<file path="src/w3d_pkg.sv">
`default_nettype none

package w3d_pkg;

	localparam int DATA_W = 32; // data and instruction word.
	localparam int ADDR_W = 8; // word address.

	// ==============================
	// instruction word layout
	// ==============================
	localparam int OPC_MSB = 31;
	localparam int OPC_LSB = 28;
	localparam int RD_MSB  = 27;
	localparam int RD_LSB  = 26;
	localparam int RS_MSB  = 25;
	localparam int RS_LSB  = 24;
	localparam int IMM_MSB = 15;
	localparam int IMM_LSB = 0; // address is the low ADDR_W bits.

	// unlisted codes decode as halt.
	typedef enum logic [3:0] {
		OP_HALT = 4'h0,
		OP_LI   = 4'h1,
		OP_LD   = 4'h2,
		OP_ST   = 4'h3,
		OP_ADD  = 4'h4,
		OP_OUT  = 4'h5
	} opcode_t;

	typedef enum logic [2:0] {
		S_FETCH,
		S_WAIT_INSN,
		S_EXEC,
		S_WAIT_LOAD,
		S_DRAIN,
		S_HALTED
	} core_state_t;

endpackage

`default_nettype wire

</file>
<file path="src/w3d_store_queue.sv">
`default_nettype none

module w3d_store_queue import w3d_pkg::*;
#(
	parameter int QUEUE_DEPTH = 4
)
(
	input  logic              clk,
	input  logic              reset,

	input  logic              st_valid,
	output logic              st_ready,
	input  logic [ADDR_W-1:0] st_addr,
	input  logic [DATA_W-1:0] st_data,

	output logic              dbus_awvalid,
	input  logic              dbus_awready,
	output logic [ADDR_W-1:0] dbus_awaddr,
	output logic [DATA_W-1:0] dbus_wdata
);

	localparam int PTR_W = QUEUE_DEPTH > 1 ? $clog2(QUEUE_DEPTH) : 1;
	localparam int CNT_W = $clog2(QUEUE_DEPTH + 1);

	logic [ADDR_W-1:0] addr_q [QUEUE_DEPTH];
	logic [DATA_W-1:0] data_q [QUEUE_DEPTH];
	logic [PTR_W-1:0]  wr_ptr;
	logic [PTR_W-1:0]  rd_ptr;
	logic [CNT_W-1:0]  count;
	logic              push;
	logic              pop;

	assign st_ready     = count != CNT_W'(QUEUE_DEPTH);
	assign dbus_awvalid = count != '0;
	assign dbus_awaddr  = addr_q[rd_ptr];
	assign dbus_wdata   = data_q[rd_ptr];

	assign push = st_valid && st_ready;
	assign pop  = dbus_awvalid && dbus_awready;

	// entry storage.
	always_ff @(posedge clk) begin
		if (push) begin
			addr_q[wr_ptr] <= st_addr;
			data_q[wr_ptr] <= st_data;
		end
	end

	// ==============================
	// pointers and occupancy
	// ==============================
	always_ff @(posedge clk) begin
		if (reset) begin
			wr_ptr <= '0;
			rd_ptr <= '0;
			count  <= '0;
		end else begin
			if (push)
				wr_ptr <= wr_ptr == PTR_W'(QUEUE_DEPTH - 1) ? '0 : wr_ptr + 1'b1;
			if (pop)
				rd_ptr <= rd_ptr == PTR_W'(QUEUE_DEPTH - 1) ? '0 : rd_ptr + 1'b1;
			if (push && !pop)
				count <= count + 1'b1;
			else if (pop && !push)
				count <= count - 1'b1;
		end
	end

endmodule

`default_nettype wire

</file>
<file path="config.mk">
export PLATFORM = sky130hd
export DESIGN_NAME = w3d_store_queue
export DESIGN_NICKNAME = d
export VERILOG_FILES = /design/src/w3d_pkg.sv /design/src/w3d_store_queue.sv
export SDC_FILE = /design/constraint.sdc
export NUM_CORES = 1
export LEC_CHECK = 0
export BUFFER_PORTS_ARGS = -buffer_cell sky130_fd_sc_hd__buf_2
export CORE_ASPECT_RATIO = 0.6
export CORE_MARGIN = 4
export CORE_UTILIZATION = 30
export CTS_BUF_LIST = sky130_fd_sc_hd__clkbuf_2
export CTS_CLUSTER_DIAMETER = 100
export DETAILED_ROUTE_END_ITERATION = 12
export PLACE_DENSITY = 0.58
export SLEW_MARGIN = 5
export SYNTH_ARGS = -nofsm -noshare
export SYNTH_HDL_FRONTEND = slang
export SYNTH_SLANG_ARGS = --single-unit
</file>
<file path="constraint.sdc">
create_clock -name clk -period 2.9 [get_ports clk]
set_clock_uncertainty 0.1 [all_clocks]
set_input_delay 0.145 -clock clk [delete_from_list [all_inputs] [get_ports clk]]
set_output_delay 0.145 -clock clk [all_outputs]
set_load 0.01 [all_outputs]
</file>
==> out/metrics.csv <==
stage,metric,value,unit
cells_and_area,n_antenna_cell,0,
placed_design,hpwl,7.091,mm
clock_network,clock_path_buffers,2,
critical_path,worstSetupEndpointType,register,
cells_and_area,nFillCells,1840,
floorplanning,io_pins,86,
power,comb_power_share,24.4,%
flow_run,maxCapViolations,0,
sta,setup_tns,0,ps
critical_path,path_class,reg2reg,
route,antenna_left,0,
cells_and_area,fin_util,40.59,%
global_routing,grt_overflow,0,
power,powerDensity,723.7,nW/um^2
clock_network,cts_tree,done,
route,vias,3225,
cells_and_area,final_area,8208,sq um
placed_design,placedCellCount,610,
global_routing,grt_usage,11.55,%
synth,yosysUniqueCellTypes,25,
floorplanning,coreArea,20220,sq um
synth,synth-edff-count,160,
hold_path,hold_class,in2reg,
synth,async_reset_ff_share,0,%
critical_path,worst_setup_path_start_kind,register,
synth,synth_area,6238,sq um
placed_design,dpl_cell_area,7023,sq um
route,drt-initial-drc-count,124,
clock_network,numCtsBuffers,17,
global_routing,grt_pass1_wl,20.30,mm
cells_and_area,area_delta_synth_final,31.57,%
sta,drv_slew,0,
route,routed_wl,12.64,mm
placed_design,portBuffers,85,
sta,fin_crit_sh,95.29,%
synth,seq_area_frac_synth,79.90,%
synth,synth_top_family_by_area,multiplexers,
clock_network,clock-root-buffer,clkbuf_2,
power,p_seq_share,52.2,%
clock_network,htreeDepth,4,
sta,relSlewSlack,54.54,%
floorplanning,die_height,119.7,microns
critical_path,r2r_cells,6,
floorplanning,die-area,23240,sq um
global_routing,antenna_found_initial,0,
power,power_frac_clock,23.4,%
power,p_switching,1.662,mW
global_routing,grt_pass1_vias,3618,
synth,synthXorXnorAreaFrac,0.2808,%
run_status,outcome,"complete, no violations",
critical_path,crit_path_max_fanout,7,
sta,fin_crit,2763,ps
synth,synth_compound_area_share,0.5616,%
route,drtPass1Iterations,4,
route,avgViaCountPerCell,4.424,
route,drc,0,
cells_and_area,nets,494,
route,routedWlPerCell,17.34,microns
critical_path,worstReg2RegEnd,count[2]$_SDFFE_PP0P_,
synth,ys_ff_latch,169,
hold_path,whs_endpoint,wr_ptr[0]$_SDFFE_PP0P_,
hold_path,holdPathStages,4,
synth,synth_mux_area_share,14.92,%
floorplanning,fp-row-count,40,
global_routing,grt_max_degree,41,
sta,final-setup-viol-count,0,
cells_and_area,drive_above_1_share,38.38,%
synth,avgSynthCellArea,24.27,sq um
critical_path,r2r_slack,140,ps
critical_path,r2r-start,count[1]$_SDFFE_PP0P_,
sta,worst_slew_pin_slew,681.9,ps
placed_design,gp_congestion,0.6910,
clock_network,path_clk_slew,230,ps
synth,synth_fa_ha_area_share,1.524,%
sta,finalHoldViolCount,0,
power,total_power,5.940,mW
critical_path,cp.required,3480,ps
synth,synthFlopType,edfxtp_1,
cells_and_area,fin_cells,729,
sta,rsz0062_at_grt,false,
floorplanning,fp.dieW,194.2,microns
sta,max_freq,361.9,MHz
synth,synth_warnings,0,
critical_path,worst_ep_arrival_time,3340,ps
hold_path,worstHoldStart,st_valid,
power,power.share.switching,27.98,%
power,p_leak,2.815,nW
synth,synth_nets,308,
power,ir_drop,397.2,uV
clock_network,clock_sinks,169,
floorplanning,start_util,30.85,%
synth,synthSimpleGateAreaFrac,1.705,%
power,internal_power,4.278,mW
clock_network,insertion_delay,720,ps
synth,netlist_instances,257,
## power by group through the flow
stage | sequential (mW) | combinational (mW) | clock (mW)
2_1_floorplan | 3.07 | 0.887 | 0
3_3_place_gp | 3.16 | 1.28 | 0
3_5_place_dp | 3.18 | 1.32 | 0
4_1_cts | 3.13 | 1.42 | 1.46
5_1_grt | 3.14 | 1.59 | 1.57
6_report | 3.10 | 1.45 | 1.39
## worst max-delay path by stage
stage | startpoint | to | cells past startpoint
floorplan | count[0]$_SDFFE_PP0P_ | count[2]$_SDFFE_PP0P_ | 9
global placement | count[0]$_SDFFE_PP0P_ | count[2]$_SDFFE_PP0P_ | 7
detailed placement | count[0]$_SDFFE_PP0P_ | count[2]$_SDFFE_PP0P_ | 7
CTS | register | dbus_wdata[30] | 3
global route | count[0]$_SDFFE_PP0P_ | count[2]$_SDFFE_PP0P_ | 6
finish | count[1]$_SDFFE_PP0P_ | count[2]$_SDFFE_PP0P_ | 6
## critical path: stages (launching register included)
cell and delay, ps:
dfxtp_1 420, or3b_4 460, and2_4 190, ha_1 270, dlygate4sd3_1 630, or3_2 500, a21oi_1 140
## cells in the final DEF, fill, tap and decap left out, types with 2 or more instances in the layout
cell type and count:
a21oi_1 2, buf_4 4, inv_6 2, dfxtp_1 6
clkinv_4 6, clkinv_1 2, bufinv_16 4, o31ai_2 2
xor2_1 2, nor2_1 3, buf_12 2, buf_2 85
or3_2 2, inv_1 3, and3_2 4, dlygate4sd3_1 86
ha_1 6, mux2i_1 3, edfxtp_1 160, nand2b_1 2
clkbuf_2 18, mux4_2 40, dfxtp_2 2
## area by class of cell
| class | instances | area, sq um | share of cell area, % |
|---|---|---|---|
| clock buffer | 18 | 90.09 | 1.098 |
| multi-input combinational | 74 | 1192 | 14.53 |
| tap | 273 | 341.6 | 4.162 |
| inverter | 3 | 11.26 | 0.1372 |
| sequential | 169 | 4991 | 60.81 |
| clock inverter | 14 | 197.7 | 2.409 |
| timing repair buffer | 178 | 1384 | 16.86 |
## synthesized netlist by cell type, types with 2 or more instances
| library cell | n | share of area (%) |
|---|---|---|
| inv_1 | 3 | 0.18 |
| clkbuf_1 | 6 | 0.36 |
| and3_2 | 4 | 0.48 |
| or3_2 | 2 | 0.24 |
| edfxtp_1 | 160 | 77 |
| mux4_2 | 40 | 14 |
| mux2i_1 | 3 | 0.48 |
| dfxtp_1 | 9 | 2.9 |
| ha_1 | 6 | 1.2 |
| nand2b_1 | 2 | 0.20 |
| nor2_1 | 3 | 0.18 |
| a21oi_1 | 2 | 0.16 |
| xor2_1 | 2 | 0.28 |
| buf_4 | 4 | 0.48 |
## layer usage
layer | track usage [%] | part of all wire (%)
met2 | 18.59 | 48
met5 | 0 | 0
met3 | 4.545 | 5.8
met1 | 14.66 | 45
met4 | 3.292 | 1.0
## cell families after synthesis
group	after synthesis
AOI/OAI and AO/OA	5
xor gates and xnor gates	2
adders and majority gates	7
buffers and inverters	14
DFF	169
muxes	43
and+or+nand+nor	17
## flip-flops by register name, summed over array words and instances (netlist names), named ones only
name	count
data_q	128
wr_ptr	2
addr_q	32
rd_ptr	2
count	3
## repair_timing
action,in CTS,in global routing
setup endpoints to repair,0,22
gates resized for setup,0,3
hold endpoints to repair,169,0
setup buffers,0,1
hold buffers,86,0
## metrics by stage
stage	hold slack [ps]	worst slack, ps
2_1_floorplan	143.9	609.5
5_1_grt	70.68	39.88
3_3_place_gp	253.3	465.5
3_5_place_dp	263.8	340.7
6_report	154.2	136.6
4_1_cts	19.73	31.14
Note: power is estimated with default switching activity, not from simulation.
