===== src/w3d_pkg.sv =====
`default_nettype none

package w3d_pkg;

	localparam int DATA_W = 32; // data and instruction word.
	localparam int ADDR_W = 8; // word address.

	// ==============================
	// instruction word layout
	// ==============================
	localparam int OPC_MSB = 31;
	localparam int OPC_LSB = 28;
	localparam int RD_MSB  = 27;
	localparam int RD_LSB  = 26;
	localparam int RS_MSB  = 25;
	localparam int RS_LSB  = 24;
	localparam int IMM_MSB = 15;
	localparam int IMM_LSB = 0; // address is the low ADDR_W bits.

	// unlisted codes decode as halt.
	typedef enum logic [3:0] {
		OP_HALT = 4'h0,
		OP_LI   = 4'h1,
		OP_LD   = 4'h2,
		OP_ST   = 4'h3,
		OP_ADD  = 4'h4,
		OP_OUT  = 4'h5
	} opcode_t;

	typedef enum logic [2:0] {
		S_FETCH,
		S_WAIT_INSN,
		S_EXEC,
		S_WAIT_LOAD,
		S_DRAIN,
		S_HALTED
	} core_state_t;

endpackage

`default_nettype wire


===== src/w3d_host_core.sv =====
`default_nettype none

module w3d_host_core import w3d_pkg::*;
(
	input  logic              clk,
	input  logic              reset,
	input  logic              run,

	output logic              ibus_arvalid,
	input  logic              ibus_arready,
	output logic [ADDR_W-1:0] ibus_araddr,
	input  logic              ibus_rvalid,
	output logic              ibus_rready,
	input  logic [DATA_W-1:0] ibus_rdata,

	output logic              dbus_arvalid,
	input  logic              dbus_arready,
	output logic [ADDR_W-1:0] dbus_araddr,
	input  logic              dbus_rvalid,
	output logic              dbus_rready,
	input  logic [DATA_W-1:0] dbus_rdata,

	output logic              st_valid,
	input  logic              st_ready,
	output logic [ADDR_W-1:0] st_addr,
	output logic [DATA_W-1:0] st_data,
	input  logic              dbus_bvalid,

	output logic              out_valid,
	output logic [DATA_W-1:0] out_data,
	output logic              halted
);

	core_state_t       state;
	logic [ADDR_W-1:0] pc;
	logic [DATA_W-1:0] insn;
	logic [DATA_W-1:0] regs [4];
	logic [ADDR_W-1:0] pending; // posted stores without a response.

	opcode_t           op;
	logic [1:0]        rd;
	logic [1:0]        rs;
	logic [DATA_W-1:0] imm;
	logic [ADDR_W-1:0] addr;
	logic              st_fire;

	// ==============================
	// decode
	// ==============================
	assign op   = opcode_t'(insn[OPC_MSB:OPC_LSB]);
	assign rd   = insn[RD_MSB:RD_LSB];
	assign rs   = insn[RS_MSB:RS_LSB];
	assign imm  = DATA_W'(insn[IMM_MSB:IMM_LSB]); // zero extended.
	assign addr = insn[IMM_LSB +: ADDR_W];

	// ==============================
	// bus requests
	// ==============================
	assign ibus_arvalid = state == S_FETCH;
	assign ibus_araddr  = pc;
	assign ibus_rready  = state == S_WAIT_INSN;

	assign dbus_arvalid = state == S_EXEC && op == OP_LD;
	assign dbus_araddr  = addr;
	assign dbus_rready  = state == S_WAIT_LOAD;

	assign st_valid = state == S_EXEC && op == OP_ST;
	assign st_addr  = addr;
	assign st_data  = regs[rd];
	assign st_fire  = st_valid && st_ready;

	always_ff @(posedge clk) begin
		if (reset) begin
			pending <= '0;
		end else if (st_fire && !dbus_bvalid) begin
			pending <= pending + 1'b1;
		end else if (!st_fire && dbus_bvalid) begin
			pending <= pending - 1'b1;
		end
	end

	// ==============================
	// control
	// ==============================
	always_ff @(posedge clk) begin
		if (reset) begin
			state     <= S_HALTED;
			pc        <= '0;
			out_valid <= 1'b0;
			halted    <= 1'b0;
			for (int i = 0; i < 4; i++)
				regs[i] <= '0;
		end else begin
			out_valid <= 1'b0;
			case (state)
				S_HALTED:
					if (run && !halted)
						state <= S_FETCH;
				S_FETCH:
					if (ibus_arready)
						state <= S_WAIT_INSN;
				S_WAIT_INSN:
					if (ibus_rvalid) begin
						insn  <= ibus_rdata;
						pc    <= pc + 1'b1;
						state <= S_EXEC;
					end
				S_EXEC:
					case (op)
						OP_LI: begin
							regs[rd] <= imm;
							state    <= S_FETCH;
						end
						OP_LD:
							if (dbus_arready)
								state <= S_WAIT_LOAD;
						OP_ST:
							if (st_ready)
								state <= S_FETCH; // response is not awaited.
						OP_ADD: begin
							regs[rd] <= regs[rd] + regs[rs];
							state    <= S_FETCH;
						end
						OP_OUT: begin
							out_valid <= 1'b1;
							out_data  <= regs[rd];
							state     <= S_FETCH;
						end
						default:
							state <= S_DRAIN;
					endcase
				S_WAIT_LOAD:
					if (dbus_rvalid) begin
						regs[rd] <= dbus_rdata;
						state    <= S_FETCH;
					end
				S_DRAIN:
					if (pending == '0) begin
						halted <= 1'b1;
						state  <= S_HALTED;
					end
				default:
					state <= S_HALTED;
			endcase
		end
	end

endmodule

`default_nettype wire


===== config.mk =====
export PLATFORM = sky130hd
export DESIGN_NAME = w3d_host_core
export DESIGN_NICKNAME = d
export VERILOG_FILES = /design/src/w3d_pkg.sv /design/src/w3d_host_core.sv
export SDC_FILE = /design/constraint.sdc
export NUM_CORES = 1
export LEC_CHECK = 0
export ABC_AREA = 1
export BUFFER_PORTS_ARGS = -buffer_cell sky130_fd_sc_hd__buf_2
export CORE_MARGIN = 1
export CORE_UTILIZATION = 53
export DETAILED_ROUTE_END_ITERATION = 7
export PLACE_DENSITY = 0.77
export SLEW_MARGIN = 20
export SYNTH_ARGS = -nofsm -noshare
export SYNTH_HDL_FRONTEND = slang
export SYNTH_SLANG_ARGS = --single-unit

===== constraint.sdc =====
create_clock -name clk -period 4.1 [get_ports clk]
set_input_delay 0.82 -clock clk [delete_from_list [all_inputs] [get_ports clk]]
set_output_delay 0.82 -clock clk [all_outputs]
set_load 0.05 [all_outputs]

==> flow_summary_export.csv, run 1 <==
group,metric,value,unit
finish,num-nets-final,1816,
timing,tns,0,ns
clocking,path_clk_slew,0.06,ns
clocking,cts_tree,"yes",
die,dieArea,24000,um2
global_route,antenna_found_initial,0,
clocking,root_buffer,"clkbuf_16",
setup_path,critPathMaxStageDelay,0.61,ns
clocking,clk_latency,0.53,ns
timing,clock.fmax,0.286,GHz
power_and_ir_drop,max-vdd-ir-drop,0.294,mV
timing,rsz0062_at_grt,"no",
timing,min_period_over_period,85.2,%
setup_path,crit_path_end_kind,"flop",
power_and_ir_drop,power,7.21,mW
route,vias,11415,
flow_run,cap_violations,0,
die,start_util,54.5,%
global_route,grt_max_degree,66,
worst_hold_path,hold_path_class,"flop to flop",
global_route,grt-ovfl-total,0,
route,totalWireLength,35.1,mm
die,core,22800,um2
place,gp_congestion,0.960,
timing,setup_viol,0,
clocking,clk_path_buf_depth,3,
setup_path,worstPathCellList,"clkinv_1, buf_4, o21ai_0, o22ai_1, ha_1, nand2_1, nor2_1, nand3_1, nand3b_1, nand2_1, nand2_1, nand2_1, nand3_1, nand2_1, inv_1, nor2_1",
clocking,post_cts_buffers,0,
worst_hold_path,hold_depth,2,
setup_path,r2r_slack,0.61,ns
die,placementRows,55,
finish,final_common_cell,"nand2_1",
setup_path,cp.required,4.34,ns
setup_path,cp.arrival,3.74,ns
timing,worst_pin_slew,0.713,ns
die,die_w,155,um
route,vias_per_cell,5.62,
setup_path,crit_type,"flop to flop",
place,place_hpwl,24.1,mm
timing,fin_skew,0.0296,ns
logic_synthesis,synth_cell_type_count,40,
route,dr.pass1.iters,6,
logic_synthesis,syn_inst,1564,
finish,nFillCells,1976,
finish,final_cell_mix,"nand2_1 (339), nor2_1 (259), inv_1 (192)",
power_and_ir_drop,powerDensity,508,nW/um2
route,drtAntennaViolNets,0,
outcome,status,"finished clean",
logic_synthesis,synth_nets,1678,
finish,area_growth,14.4,%
global_route,grt_use_total,29.3,%
clocking,clock-sinks,209,
setup_path,worstSetupStartpointType,"flop",
clocking,cts_repair_resize_count,0,
worst_hold_path,min_from,"insn[24]",
global_route,grt_pass1_vias,10961,
setup_path,cpMostUsedCell,"nand2_1",
logic_synthesis,synth_seq_area_share,48.6,%
clocking,numCtsBuffers,23,
place,io_buffers,159,
timing,slew_headroom,52.5,%
setup_path,crit_fanout,21,
finish,drive_gt1_share,14.6,%
setup_path,timing.rr.end,"regs[2][19]",
timing,hold_viol,0,
logic_synthesis,synth_seq_cells,209,
logic_synthesis,synth.avg_cell_area,7.93,um2
route,first_iter_violations,1352,
timing,timing.final.ws_setup,0.608,ns
route,drt-wirelength-per-cell,17.3,um
clocking,hold_buffers,0,
setup_path,rr_worst_depth,16,
die,die_h,155,um
logic_synthesis,syn-cell-area,12400,um2
route,drcViolationCount,0,
global_route,grt_pass1_wl,55.0,mm
timing,slew_violations,0,
power_and_ir_drop,p_leak,6.46,nW
logic_synthesis,ys_warn_count,0,
die,ios,168,
timing,fin_crit,3.49,ns
place,pre_cts_ws,0.717,ns
setup_path,slowest_stage,"dfxtp_2",
clocking,htreeDepth,1,
[synth_stat cells]
| cell | n | area (um2) |
|---|---|---|
| o22ai_1 | 61 | 382 |
| xnor2_1 | 7 | 61.3 |
| clkinv_1 | 3 | 11.3 |
| nand2_1 | 339 | 1270 |
| or2_2 | 6 | 37.5 |
| edfxtp_1 | 184 | 5530 |
| clkbuf_1 | 40 | 150 |
| buf_2 | 8 | 40.0 |
| o211ai_1 | 4 | 30.0 |
| dfxtp_1 | 25 | 500 |
| nor2_2 | 4 | 25.0 |
| nor4_1 | 1 | 6.26 |
| a21o_1 | 2 | 15.0 |
| o21bai_1 | 3 | 22.5 |
| nand4_1 | 6 | 37.5 |
| nor2_4 | 5 | 56.3 |
| inv_4 | 1 | 6.26 |
| nand2_2 | 6 | 37.5 |
| ha_1 | 39 | 488 |
| and2_1 | 1 | 6.26 |
| inv_1 | 192 | 721 |
| nand3_1 | 62 | 310 |
| or2_1 | 1 | 6.26 |
| o21ai_0 | 158 | 791 |
| a21boi_0 | 1 | 7.51 |
| buf_1 | 4 | 15.0 |
| xor2_1 | 8 | 70.1 |
| buf_6 | 5 | 56.3 |
| nor3_1 | 11 | 55.1 |
| fa_1 | 2 | 40.0 |
| o21ai_2 | 1 | 8.76 |
| inv_2 | 4 | 15.0 |
| nand3b_1 | 6 | 45.0 |
| buf_4 | 18 | 135 |
| a21oi_1 | 82 | 410 |
| nor2_1 | 259 | 972 |
| a32oi_1 | 2 | 17.5 |
| nand3_2 | 1 | 10.0 |
| clkbuf_2 | 1 | 5.00 |
| o21ai_1 | 1 | 5.00 |
[worst max-delay path by stage]
stage	slack (ns)	to
3_3_place_gp	0.83	regs[2][28]
2_1_floorplan	0.19	out_data[0]
4_1_cts	0.66	regs[1][28]
5_1_grt	0.34	regs[0][15]
6_report	0.61	regs[2][19]
3_5_place_dp	0.72	regs[1][15]
[logic make-up after synthesis]
kind of cell / Yosys count / synth area share [%]
and+or+nand+nor: 708 / 23.2
AOI/OAI and AO/OA: 315 / 13.6
buffers and inverters: 276 / 9.31
DFF: 209 / 48.6
adders and majority gates: 41 / 4.26
xor gates and xnor gates: 15 / 1.06
[sequential cells by signal (all words and copies together), names as in the netlist, named ones only]
signal and count:
out_data 32, halted 1, ibus_araddr 8, state 3
out_valid 1, insn 24, pending 8, regs 128
[report_power, final]
| group | switching [mW] | internal (mW) |
|---|---|---|
| Sequential | 0.0876 | 2.46 |
| Clock | 0.843 | 1.09 |
| Combinational | 1.91 | 0.823 |
| Total | 2.84 | 4.37 |
[critical path: cells and delay by family (launching register included)]
kind | cells | cell delay (ns)
buffers and inverters | 3 | 0.55
adder cells (fa/ha/maj) | 1 | 0.44
flip-flops | 1 | 0.61
AND/OR/NAND/NOR | 10 | 1.11
AO/OA/AOI/OAI | 2 | 0.49
[through the flow]
stage          util (%)  hold slack (ns)  cell area, um2  cells
3_3_place_gp       59.3            0.422           13500   1990
6_report           62.3            0.439           14200   2032
5_1_grt            62.3            0.460           14200   2031
3_5_place_dp       59.3            0.426           13500   1990
4_1_cts            62.3            0.440           14200   2031
2_1_floorplan         -            0.412           12400   1564
[layer usage]
metal | global-route usage (%) | part of all wire, % | vias up
li1 | - | - | 5449
met1 | 38.7 | 40 | 5234
met2 | 47.3 | 46 | 643
met3 | 5.43 | 11 | 89
met4 | 12.5 | 3.4 | 0
met5 | 0 | 0 | -
[area by class of cell]
| type | count | area, um2 | area share (%) |
|---|---|---|---|
| inverter | 200 | 753 | 5.31 |
| clock buffer | 25 | 583 | 4.11 |
| tap | 313 | 392 | 2.76 |
| multi-input combinational | 1079 | 5230 | 36.9 |
| timing repair buffer | 189 | 1100 | 7.72 |
| antenna | 1 | 2.50 | 0.0176 |
| clock inverter | 16 | 110 | 0.776 |
| sequential | 209 | 6030 | 42.5 |
(Power assumes the default switching activity.)
==> run 2, diff against run 1 <==
Settings changed: CORE_MARGIN 1 to 5, CTS_CLUSTER_DIAMETER set to 40, PLACE_DENSITY 0.77 to 0.86.
==> run 2 against run 1 <==
Compared with the run above:
- the flow now finishes with violations (design-rule violations)
- global-route usage down 2.7 points
- via count up 0.91%
- cell area up 2.8%
- clock skew down 0.011 ns
- clock power up 56%
- largest cell class unchanged
- critical endpoint is now regs[2][28]
- sequential power about the same
- core utilization up 0.44 points
- worst setup slack worse by 0.13 ns
==> flow_summary_export.csv, run 2 (synthesized netlist as in run 1, its figures left out) <==
group,metric,value,unit
route,first_iter_violations,1226,
clocking,cts_repair_resize_count,0,
die,core,23300,um2
clocking,clk_path_buf_depth,3,
finish,final_common_cell,"nand2_1",
timing,whs,0.446,ns
global_route,grt_max_degree,66,
timing,slew_violations,0,
clocking,numCtsBuffers,34,
die,placementRows,56,
route,drtAntennaViolNets,0,
die,ios,168,
place,dp_cells,1990,
timing,clock.fmax,0.276,GHz
place,gp_congestion,0.968,
setup_path,crit_fanout,65,
global_route,grt-ovfl-total,0,
power_and_ir_drop,power,8.29,mW
finish,stdcell_count,2052,
timing,timing.final.ws_setup,0.477,ns
clocking,path_clk_slew,0.05,ns
finish,diodes,0,
global_route,antenna_found_initial,2,
finish,nFillCells,1950,
place,io_buffers,159,
global_route,grt_use_total,26.6,%
clocking,clk_latency,0.51,ns
power_and_ir_drop,seq_power_share,30.6,%
timing,hold_viol,0,
finish,num-nets-final,1821,
timing,fin_crit,3.62,ns
finish,largest_reg_flops,128,
die,dieArea,26600,um2
finish,largestRegisters,"regs x128, out_data x32, insn x24",
clocking,cts_tree,"yes",
timing,min_period_over_period,88.4,%
finish,final_area,14600,um2
power_and_ir_drop,clkPwrFrac,36.4,%
die,start_util,53.3,%
power_and_ir_drop,powerDensity,568,nW/um2
outcome,violations,"design-rule violations",
finish,top_register,"regs",
finish,postLayoutCoreUtil,62.8,%
global_route,grt_pass1_vias,11257,
timing,slew_headroom,37.9,%
flow_run,cap_violations,0,
clocking,clock-sinks,209,
setup_path,crit_path_end_kind,"flop",
power_and_ir_drop,p_comb_share,33.1,%
die,die_w,163,um
power_and_ir_drop,p_sw,3.08,mW
setup_path,crit_type,"flop to flop",
timing,rsz0062_at_grt,"no",
setup_path,worstSetupStartpointType,"flop",
timing,tns,0,ns
power_and_ir_drop,intPower,5.21,mW
clocking,root_buffer,"clkbuf_16",
place,placed_area,13400,um2
route,dr.pass1.iters,8,
finish,final_cell_mix,"nand2_1 (339), nor2_1 (259), inv_1 (192)",
power_and_ir_drop,max-vdd-ir-drop,0.377,mV
finish,drive_gt1_share,15.6,%
route,vias_per_cell,5.61,
clocking,post_cts_buffers,0,
route,vias,11519,
timing,worst_pin_slew,0.931,ns
route,drcViolationCount,3,
route,drt-wirelength-per-cell,17.6,um
die,die_h,163,um
clocking,hold_buffers,0,
place,pre_cts_ws,0.584,ns
worst_hold_path,hold_depth,2,
route,totalWireLength,36.1,mm
setup_path,cp.required,4.32,ns
setup_path,rr_worst_depth,16,
power_and_ir_drop,swShare,37.1,%
global_route,grt_pass1_wl,56.0,mm
outcome,status,"finished, violations left",
timing,setup_viol,0,
setup_path,cp.arrival,3.85,ns
timing,fin_skew,0.0184,ns
worst_hold_path,hold_path_class,"flop to flop",
power_and_ir_drop,p_leak,6.65,nW
place,place_hpwl,24.5,mm
finish,area_growth,17.7,%
clocking,htreeDepth,2,
-- run 2: cell types whose count changed in the layout (fill, tap and decap cells not counted), sizes merged --
| cell | previous run | this run |
|---|---|---|
| inv | 199 | 207 |
| clkinvlp | 0 | 2 |
| diode | 1 | 0 |
| clkbuf | 25 | 43 |
| bufinv | 1 | 4 |
| clkinv | 16 | 6 |
| buf | 189 | 183 |
-- run 2: final cells by class --
type | instances | area, um2 | area share, %
clock buffers | 43 | 958 | 6.56
multi-input cells | 1079 | 5230 | 35.8
well taps | 319 | 399 | 2.73
inverters | 200 | 753 | 5.16
clock inverters | 19 | 254 | 1.74
repair buffers | 183 | 976 | 6.68
flip-flops and latches | 209 | 6030 | 41.3
-- run 2: worst max-delay path, cell delays in order (launching register included) --
cell and delay (ns):
dfxtp_2 0.33, buf_4 0.55, o21ai_0 0.20, o22ai_1 0.36, ha_1 0.27, inv_1 0.07, fa_1 0.40, inv_1 0.11
nand3_1 0.07, nand2_1 0.15, nand3_1 0.10, nand3_1 0.18, nand2_1 0.13, nand2_1 0.09, nand2_1 0.05, nand3_1 0.16
a21oi_1 0.10
-- run 2: metal layers --
layer  wire length, um  vias up  GRT usage [%]
li1                  -     5459              -
met1             13600     5223           33.2
met2             17000      715           44.4
met3              4220      118           6.76
met4              1240        4           10.4
met5                14        -              0
-- run 2: power groups by stage --
stage | Combinational, mW | Clock, mW | Sequential, mW
6_report | 2.74 | 3.01 | 2.53
5_1_grt | 3.00 | 3.14 | 2.54
4_1_cts | 2.70 | 3.04 | 2.53
3_5_place_dp | 2.68 | 0 | 2.57
3_3_place_gp | 2.63 | 0 | 2.56
2_1_floorplan | 1.98 | 0 | 2.58
-- run 2: final timing paths --
check / end / startpoint / slack [ns]
setup / recovery: regs[2][28] / flop / 0.48
setup reg to reg: regs[2][28] / flop / 0.48
hold reg to reg: flop / insn[24] / 0.45
hold / removal: flop / insn[24] / 0.45
